**src/rtl/kd_ctrl_cfg.svh**
```systemverilog
`ifndef KD_CTRL_CFG_SVH
`define KD_CTRL_CFG_SVH

// leaf memory geometry
`define KD_LEAF_SIZE 8
`define KD_NUM_LEAVES 64

// query grid
`define KD_ROW_SIZE 26
`define KD_COL_SIZE 19
`define KD_NUM_QUERYS (`KD_ROW_SIZE * `KD_COL_SIZE)

// a full binary tree over the leaves
`define KD_NUM_NODES (`KD_NUM_LEAVES - 1)

// aggregator fetch widths, one per load stream
`define KD_FW_NODES 3'd1
`define KD_FW_LEAVES 3'd5
`define KD_FW_QUERYS 3'd4

`endif
```
**src/rtl/kd_ctrl_pkg.sv**
```systemverilog
`include "kd_ctrl_cfg.svh"

package kd_ctrl_pkg;

    typedef enum logic [2:0] {
        idle,
        load_nodes,
        load_leaves,
        load_querys,
        send_idx0,
        send_idx1,
        send_dist0,
        send_dist1
    } kd_phase_e;

    // output FIFO data mux select
    typedef enum logic [2:0] {
        sel_idx0    = 3'd0,
        sel_idx1    = 3'd1,
        sel_dist0   = 3'd2,
        sel_dist1   = 3'd3,
        sel_dist_hi = 3'd4
    } out_sel_e;

    typedef logic [2:0] fetch_width_t;
    typedef logic [$clog2(`KD_NUM_LEAVES)-1:0] leaf_addr_t;
    typedef logic [`KD_LEAF_SIZE-1:0] leaf_lane_t;
    typedef logic [$clog2(`KD_NUM_QUERYS)-1:0] qp_addr_t;
    typedef logic [7:0] best_addr_t;
    typedef logic [15:0] beat_cnt_t;

endpackage

```
**src/rtl/kd_ctrl_top.sv**
```systemverilog
`timescale 1ns/1ns

module kd_ctrl_top (
    input  logic                      clk,
    input  logic                      rst_n,
    input  logic                      load_kdtree,
    input  logic                      send_best_arr,
    input  logic                      agg_receiver_enq,
    output logic                      agg_receiver_full_n,
    output logic                      agg_change_fetch_width,
    output kd_ctrl_pkg::fetch_width_t agg_input_fetch_width,
    output logic                      int_node_fsm_enable,
    output kd_ctrl_pkg::leaf_lane_t   leaf_mem_csb0,
    output kd_ctrl_pkg::leaf_lane_t   leaf_mem_web0,
    output kd_ctrl_pkg::leaf_addr_t   leaf_mem_addr0,
    output logic                      qp_mem_csb0,
    output logic                      qp_mem_web0,
    output kd_ctrl_pkg::qp_addr_t     qp_mem_addr0,
    output logic                      best_arr_csb1,
    output kd_ctrl_pkg::best_addr_t   best_arr_addr1,
    output logic                      out_fifo_wenq,
    output kd_ctrl_pkg::out_sel_e     out_fifo_wdata_sel,
    input  logic                      out_fifo_wfull_n
);

    import kd_ctrl_pkg::*;

    kd_phase_e phase;
    logic      load_seg_done;
    logic      drain_seg_done;

    kd_phase_decode u_decode (
        .clk                    (clk),
        .rst_n                  (rst_n),
        .load_kdtree            (load_kdtree),
        .send_best_arr          (send_best_arr),
        .load_seg_done          (load_seg_done),
        .drain_seg_done         (drain_seg_done),
        .phase                  (phase),
        .agg_change_fetch_width (agg_change_fetch_width),
        .agg_input_fetch_width  (agg_input_fetch_width)
    );

    kd_load_execute u_execute (
        .clk                 (clk),
        .rst_n               (rst_n),
        .phase               (phase),
        .agg_receiver_enq    (agg_receiver_enq),
        .agg_receiver_full_n (agg_receiver_full_n),
        .int_node_fsm_enable (int_node_fsm_enable),
        .leaf_mem_csb0       (leaf_mem_csb0),
        .leaf_mem_web0       (leaf_mem_web0),
        .leaf_mem_addr0      (leaf_mem_addr0),
        .qp_mem_csb0         (qp_mem_csb0),
        .qp_mem_web0         (qp_mem_web0),
        .qp_mem_addr0        (qp_mem_addr0),
        .load_seg_done       (load_seg_done)
    );

    kd_best_drain u_drain (
        .clk                (clk),
        .rst_n              (rst_n),
        .phase              (phase),
        .out_fifo_wfull_n   (out_fifo_wfull_n),
        .best_arr_csb1      (best_arr_csb1),
        .best_arr_addr1     (best_arr_addr1),
        .out_fifo_wenq      (out_fifo_wenq),
        .out_fifo_wdata_sel (out_fifo_wdata_sel),
        .drain_seg_done     (drain_seg_done)
    );

endmodule

```
**src/rtl/kd_best_drain.sv**
```systemverilog
`timescale 1ns/1ns
`include "kd_ctrl_cfg.svh"

module kd_best_drain (
    input  logic                    clk,
    input  logic                    rst_n,
    input  kd_ctrl_pkg::kd_phase_e  phase,
    input  logic                    out_fifo_wfull_n,
    output logic                    best_arr_csb1,
    output kd_ctrl_pkg::best_addr_t best_arr_addr1,
    output logic                    out_fifo_wenq,
    output kd_ctrl_pkg::out_sel_e   out_fifo_wdata_sel,
    output logic                    drain_seg_done
);

    import kd_ctrl_pkg::*;

    localparam beat_cnt_t idx_last = beat_cnt_t'(`KD_NUM_QUERYS / 2 - 1);
    localparam beat_cnt_t dist_last = beat_cnt_t'(`KD_NUM_QUERYS - 1);
    localparam int addr_w = $bits(best_addr_t);

    beat_cnt_t word_cnt;
    beat_cnt_t word_last;
    logic      send_phase;
    logic      dist_phase;
    logic      issue;
    logic      rd;
    out_sel_e  sel_nxt;

    assign dist_phase = (phase == send_dist0) || (phase == send_dist1);
    assign send_phase = dist_phase || (phase == send_idx0) || (phase == send_idx1);
    assign word_last = dist_phase ? dist_last : idx_last;

    // full_n lags a write by one cycle, so wait out the previous enqueue
    assign issue = send_phase && !out_fifo_wenq && out_fifo_wfull_n;

    // high half of a distance is already in the FIFO data path
    assign rd = issue && !(dist_phase && word_cnt[0]);

    assign best_arr_csb1 = !rd;

    always_comb begin
        best_arr_addr1 = '0;
        if (rd) begin
            if (dist_phase) best_arr_addr1 = word_cnt[addr_w:1];
            else best_arr_addr1 = word_cnt[addr_w-1:0];
        end
    end

    always_comb begin
        case (phase)
            send_idx1:  sel_nxt = sel_idx1;
            send_dist0: sel_nxt = word_cnt[0] ? sel_dist_hi : sel_dist0;
            send_dist1: sel_nxt = word_cnt[0] ? sel_dist_hi : sel_dist1;
            default:    sel_nxt = sel_idx0;
        endcase
    end

    always_ff @(posedge clk or negedge rst_n) begin
        if (!rst_n) begin
            out_fifo_wenq <= 1'b0;
            out_fifo_wdata_sel <= sel_idx0;
        end else begin
            out_fifo_wenq <= issue;
            out_fifo_wdata_sel <= sel_nxt;
        end
    end

    // word count moves with the enqueue, not the issue
    always_ff @(posedge clk or negedge rst_n) begin
        if (!rst_n) begin
            word_cnt <= '0;
        end else if (out_fifo_wenq) begin
            if (word_cnt == word_last) word_cnt <= '0;
            else word_cnt <= word_cnt + 1'b1;
        end
    end

    assign drain_seg_done = out_fifo_wenq && (word_cnt == word_last);

    a_no_back_to_back: assert property (@(posedge clk) disable iff (!rst_n)
        out_fifo_wenq |=> !out_fifo_wenq);

    a_read_when_room: assert property (@(posedge clk) disable iff (!rst_n)
        !best_arr_csb1 |-> out_fifo_wfull_n);

endmodule

```
**src/rtl/kd_load_execute.sv**
```systemverilog
`timescale 1ns/1ns
`include "kd_ctrl_cfg.svh"

module kd_load_execute (
    input  logic                    clk,
    input  logic                    rst_n,
    input  kd_ctrl_pkg::kd_phase_e  phase,
    input  logic                    agg_receiver_enq,
    output logic                    agg_receiver_full_n,
    output logic                    int_node_fsm_enable,
    output kd_ctrl_pkg::leaf_lane_t leaf_mem_csb0,
    output kd_ctrl_pkg::leaf_lane_t leaf_mem_web0,
    output kd_ctrl_pkg::leaf_addr_t leaf_mem_addr0,
    output logic                    qp_mem_csb0,
    output logic                    qp_mem_web0,
    output kd_ctrl_pkg::qp_addr_t   qp_mem_addr0,
    output logic                    load_seg_done
);

    import kd_ctrl_pkg::*;

    localparam int lane_w = $clog2(`KD_LEAF_SIZE);
    localparam beat_cnt_t nodes_last = beat_cnt_t'(`KD_NUM_NODES - 1);
    localparam beat_cnt_t leaves_last = beat_cnt_t'(`KD_NUM_LEAVES * `KD_LEAF_SIZE - 1);
    localparam beat_cnt_t querys_last = beat_cnt_t'(`KD_NUM_QUERYS - 1);

    beat_cnt_t  beat_cnt;
    beat_cnt_t  beat_last;
    logic       load_phase;
    logic       accept;
    logic       leaf_wr;
    logic       qp_wr;
    leaf_lane_t lane_sel_n;

    assign load_phase = (phase == load_nodes) || (phase == load_leaves) ||
                        (phase == load_querys);

    // receiver is open for the whole of every load phase
    assign agg_receiver_full_n = load_phase;
    assign int_node_fsm_enable = (phase == load_nodes);
    assign accept = agg_receiver_enq && agg_receiver_full_n;

    always_comb begin
        case (phase)
            load_leaves: beat_last = leaves_last;
            load_querys: beat_last = querys_last;
            default:     beat_last = nodes_last;
        endcase
    end

    always_ff @(posedge clk or negedge rst_n) begin
        if (!rst_n) begin
            beat_cnt <= '0;
        end else if (accept) begin
            if (beat_cnt == beat_last) beat_cnt <= '0;
            else beat_cnt <= beat_cnt + 1'b1;
        end
    end

    assign load_seg_done = accept && (beat_cnt == beat_last);

    // low bits of the beat pick the active-low lane select
    always_comb begin
        lane_sel_n = '1;
        lane_sel_n[beat_cnt[lane_w-1:0]] = 1'b0;
    end

    assign leaf_wr = accept && (phase == load_leaves);
    assign qp_wr = accept && (phase == load_querys);

    assign leaf_mem_csb0 = leaf_wr ? lane_sel_n : '1;
    assign leaf_mem_web0 = leaf_wr ? lane_sel_n : '1;
    assign leaf_mem_addr0 = leaf_wr ? beat_cnt[lane_w +: $bits(leaf_addr_t)] : '0;

    assign qp_mem_csb0 = !qp_wr;
    assign qp_mem_web0 = !qp_wr;
    assign qp_mem_addr0 = qp_wr ? beat_cnt[$bits(qp_addr_t)-1:0] : '0;

    a_one_lane: assert property (@(posedge clk) disable iff (!rst_n)
        $onehot0(~leaf_mem_csb0));

    a_done_on_beat: assert property (@(posedge clk) disable iff (!rst_n)
        load_seg_done |-> (agg_receiver_enq && agg_receiver_full_n));

endmodule

```
**src/rtl/kd_phase_decode.sv**
```systemverilog
`timescale 1ns/1ns
`include "kd_ctrl_cfg.svh"

module kd_phase_decode (
    input  logic                      clk,
    input  logic                      rst_n,
    input  logic                      load_kdtree,
    input  logic                      send_best_arr,
    input  logic                      load_seg_done,
    input  logic                      drain_seg_done,
    output kd_ctrl_pkg::kd_phase_e    phase,
    output logic                      agg_change_fetch_width,
    output kd_ctrl_pkg::fetch_width_t agg_input_fetch_width
);

    import kd_ctrl_pkg::*;

    kd_phase_e phase_nxt;

    always_ff @(posedge clk or negedge rst_n) begin
        if (!rst_n) begin
            phase <= idle;
        end else begin
            phase <= phase_nxt;
        end
    end

    // width change is flagged in the cycle the load phase is decided
    always_comb begin
        phase_nxt = phase;
        agg_change_fetch_width = 1'b0;
        agg_input_fetch_width = '0;
        case (phase)
            idle: begin
                if (send_best_arr) begin
                    phase_nxt = send_idx0;
                end else if (load_kdtree) begin
                    phase_nxt = load_nodes;
                    agg_change_fetch_width = 1'b1;
                    agg_input_fetch_width = `KD_FW_NODES;
                end
            end
            load_nodes: begin
                if (load_seg_done) begin
                    phase_nxt = load_leaves;
                    agg_change_fetch_width = 1'b1;
                    agg_input_fetch_width = `KD_FW_LEAVES;
                end
            end
            load_leaves: begin
                if (load_seg_done) begin
                    phase_nxt = load_querys;
                    agg_change_fetch_width = 1'b1;
                    agg_input_fetch_width = `KD_FW_QUERYS;
                end
            end
            load_querys: begin
                if (load_seg_done) phase_nxt = idle;
            end
            send_idx0: begin
                if (drain_seg_done) phase_nxt = send_idx1;
            end
            send_idx1: begin
                if (drain_seg_done) phase_nxt = send_dist0;
            end
            send_dist0: begin
                if (drain_seg_done) phase_nxt = send_dist1;
            end
            send_dist1: begin
                if (drain_seg_done) phase_nxt = idle;
            end
            default: phase_nxt = idle;
        endcase
    end

    // segment completions come only from an active stream
    a_no_done_in_idle: assert property (@(posedge clk) disable iff (!rst_n)
        (phase == idle) |-> !(load_seg_done || drain_seg_done));

endmodule

```
**config.mk**
```make
export PLATFORM = sky130hd
export DESIGN_NAME = kd_ctrl_top
export DESIGN_NICKNAME = d
export VERILOG_FILES = /design/src/rtl/kd_ctrl_pkg.sv /design/src/rtl/kd_ctrl_top.sv /design/src/rtl/kd_best_drain.sv /design/src/rtl/kd_load_execute.sv /design/src/rtl/kd_phase_decode.sv
export VERILOG_INCLUDE_DIRS = /design/src /design/src/rtl
export SDC_FILE = /design/constraint.sdc
export NUM_CORES = 1
export LEC_CHECK = 0
export ABC_AREA = 1
export BUFFER_PORTS_ARGS = -buffer_cell sky130_fd_sc_hd__buf_2
export CAP_MARGIN = 5
export CORE_ASPECT_RATIO = 0.9
export CORE_MARGIN = 5
export CORE_UTILIZATION = 46
export CTS_CLUSTER_DIAMETER = 150
export DETAILED_ROUTE_END_ITERATION = 10
export HOLD_SLACK_MARGIN = 0.15
export MAX_ROUTING_LAYER = met4
export PLACE_DENSITY = 0.71
export SLEW_MARGIN = 20
export SYNTH_ARGS = -nofsm -noshare
export SYNTH_HDL_FRONTEND = slang
export SYNTH_SLANG_ARGS = --single-unit
```
**constraint.sdc**
```tcl
create_clock -name clk -period 1.95 [get_ports clk]
set_input_delay 0.195 -clock clk [delete_from_list [all_inputs] [get_ports clk]]
set_output_delay 0.195 -clock clk [all_outputs]
set_load 0.05 [all_outputs]
```
==> results.cfg <==
[synthesis]
async_flop_share_pct = 100
yosysUniqueCellTypes = 38
synth_edf_count = 0
ys_seq_elements = 39
yosys.area.top_type_share_pct = 35.1
syn-num-nets = 387
netlist_area_sq_um = 2780
synth_largest_area_cell = dfrtp_1
synth_area_leaders = dfrtp_1, nor2_1, nand2_1
synth_common_cells = nor2_1, nand2_1, dfrtp_1, inv_1, nand3_1
synth_cells = 374
synthFlopType = dfrtp_1
yosysSeqAreaShare_pct = 35.1
synth_most_common_cell = nor2_1
yosysWarnings = 0
post_synth.cell_area_avg_sq_um = 7.44

[global_route]
grtUsageTotal_pct = 21.8
grt_overflow_total = 0
grt_pass1_vias = 2777
antenna_found_initial = 0
grt_pass1_wl_microns = 13300
grt_max_degree = 40

[detailed_routing]
first_pass_iters = 4
vias_per_cell = 5.32
dr.first_iter.drc_count = 96
wl_per_cell_microns = 15.6
routed_wl_microns = 8340
drc_errors = 0
ant_nets = 0
dr_total_vias = 2843

[clock_tree]
path_clk_slew_ns = 0.08
cts_buffers = 5
h-tree-depth = 2
cts_tree = built
cts.sinks = 39
cts-root-buf = clkbuf_8
cts_max_path_buffers = 2
clk_latency_ns = 0.30

[setup_path]
cp_slowest_cell = dfrtp_2
cp_cell_sequence = inv_2 > ha_4 > nand2_4 > nand2_4 > inv_2 > nand2_2 > nand2_2 > nor2_4 > nand2_8 > a211oi_4 > buf_6
max_stage_delay_ns = 0.45
reg2reg_depth = 13
rr_startpoint = u_decode.phase[1]
start_kind = register
cp-end-kind = output pin
r2r_end = u_decode.phase[1]
critPathKind = reg2out
cp.required_ns = 1.75
rrSetupSlack_ns = -0.10
crit_arrival_ns = 1.98
cp_num_buf_inv = 3
worst-path-stages = 11
crit_family = simple AND/OR/NAND/NOR gates
cp_max_fo = 5

[power]
max-vdd-ir-drop_v = 0.000573
switching_power_mw = 0.819
leakagePower_nw = 1.85
p_seq_share_pct = 45.2
power_frac_comb_pct = 27.5
p_int_mw = 1.33
power.density_nw_per_um2 = 514
p_sw_share_pct = 38.2
clock_power_share_pct = 27.3

[run_status]
violations = negative setup slack
status = finished, violations left

[sta]
report.final.setup_viol = 35
worst_pin_slew_ns = 0.514
drv_slew = 0
skew_ns = 0.00562
post-route-period-util_pct = 112
layout_setup_ws_ns = -0.227
max_slew_margin_pct = 65.7
finalHoldViolations = 0
rsz0062_at_grt = true
finalWorstPathRequiredPeriod_ns = 2.18
timing.fmax_ghz = 0.459

[hold_path]
min_path_cells = 3
hp-class = in2reg
min_from = send_best_arr
min_to = u_decode.phase[2]

[cells_and_area]
post-route-util_pct = 72.2
final_cells = 534
num_antenna_cells = 0
drive_above_1_share_pct = 43.8
num-nets-final = 476
area_delta_synth_final_pct = 50.2

[floorplanning]
boundaryPins = 58
design.core.area_sq_um = 5790
rows = 26
start_util_pct = 48.0
die_h_microns = 83.8
die_area_sq_um = 7700
die_w_microns = 92.0

[placed_design]
dp_slack_ns = -0.0635
place_congestion = 0.894
place_hpwl_microns = 5570
numPlacedInstances = 509
io_buffers = 56

[run]
cap_violations = 0
## cell families after synthesis
logic type / after synthesis / share of synthesized area, %
XOR/XNOR: 14 / 4.41
AND/OR/NAND/NOR: 219 / 37.8
buffers and inverters: 55 / 9.63
other: 1 / 0.135
AO/OA/AOI/OAI: 39 / 9.81
flip-flops: 39 / 35.1
adder cells (fa/ha/maj): 7 / 3.15
## layout make-up
cell class / count / area (sq um)
Fill cell: 432 / 1610
Clock inverter: 3 / 23.8
Tap cell: 70 / 87.6
Inverter: 39 / 154
Multi-Input combinational cell: 281 / 1970
Clock buffer: 5 / 68.8
Timing Repair Buffer: 97 / 898
Sequential cell: 39 / 981
## how the worst max path moves through the flow
stage,slack [ns],startpoint,end
floorplan,-0.18,u_decode.phase[1],agg_input_fetch_width[0]
global placement,0.009,u_decode.phase[0],u_decode.phase[1]
detailed placement,-0.06,u_decode.phase[1],u_decode.phase[1]
CTS,-0.25,u_decode.phase[1],best_arr_addr1[4]
global route,-0.33,u_decode.phase[0],agg_input_fetch_width[0]
finish,-0.23,u_decode.phase[0],best_arr_addr1[0]
## worst min-delay path, stage by stage
cell and delay [ns]:
buf_2 0.11, a21oi_1 0.08, o21ai_2 0.12
## through the flow
step	instance area [sq um]	total power, mW	TNS (ns)	hold slack [ns]
2_1_floorplan	2920	1.35	-2.54	-0.101
3_3_place_gp	3360	1.48	0	0.281
3_5_place_dp	3360	1.48	-0.706	0.283
4_1_cts	3850	2.11	-3.67	0.218
5_1_grt	4180	2.26	-7.89	0.229
6_report	4180	2.15	-4.60	0.236
## power groups by stage
stage / logic [mW] / clock network (mW) / registers, mW
floorplan: 0.410 / 0 / 0.936
CTS: 0.547 / 0.597 / 0.964
global route: 0.641 / 0.638 / 0.982
global placement: 0.499 / 0 / 0.980
detailed placement: 0.504 / 0 / 0.979
finish: 0.589 / 0.587 / 0.971
## metal layers
| layer | part of all wire (%) | GRT usage [%] | vias to the layer above |
|---|---|---|---|
| li1 | - | - | 1381 |
| met1 | 41 | 27.0 | 1348 |
| met2 | 52 | 35.9 | 98 |
| met3 | 4.9 | 3.70 | 16 |
| met4 | 1.8 | 7.83 | 0 |
| met5 | 0 | - | - |
## timing repair
action	CTS	global route
gates cloned	1	0
setup buffers	7	9
resized for setup	106	65
hold endpoints to repair	39	0
pin swaps	13	17
setup endpoints to repair	48	55
hold buffers	1	0
## sequential cells by signal (all words and copies together), names as in the netlist
signal	count
u_execute.beat_cnt	16
u_drain.word_cnt	16
u_drain.out_fifo_wenq	1
u_drain.out_fifo_wdata_sel	3
u_decode.phase	3
## cells in the final DEF, fill, tap and decap left out, types with 5 or more instances in the layout
cell type	n
nor2_4	17
xor2_1	10
nand2_4	11
nor2_2	12
o21ai_0	10
nor3_1	17
nor2_1	50
buf_6	38
nand3_4	5
nand3_1	15
clkbuf_8	5
dfrtp_1	35
buf_8	5
buf_4	42
buf_2	10
inv_2	8
nand4_1	11
nand2_2	9
a21oi_1	11
nand2_1	57
inv_1	28
Power figures use the tool's default switching activity.
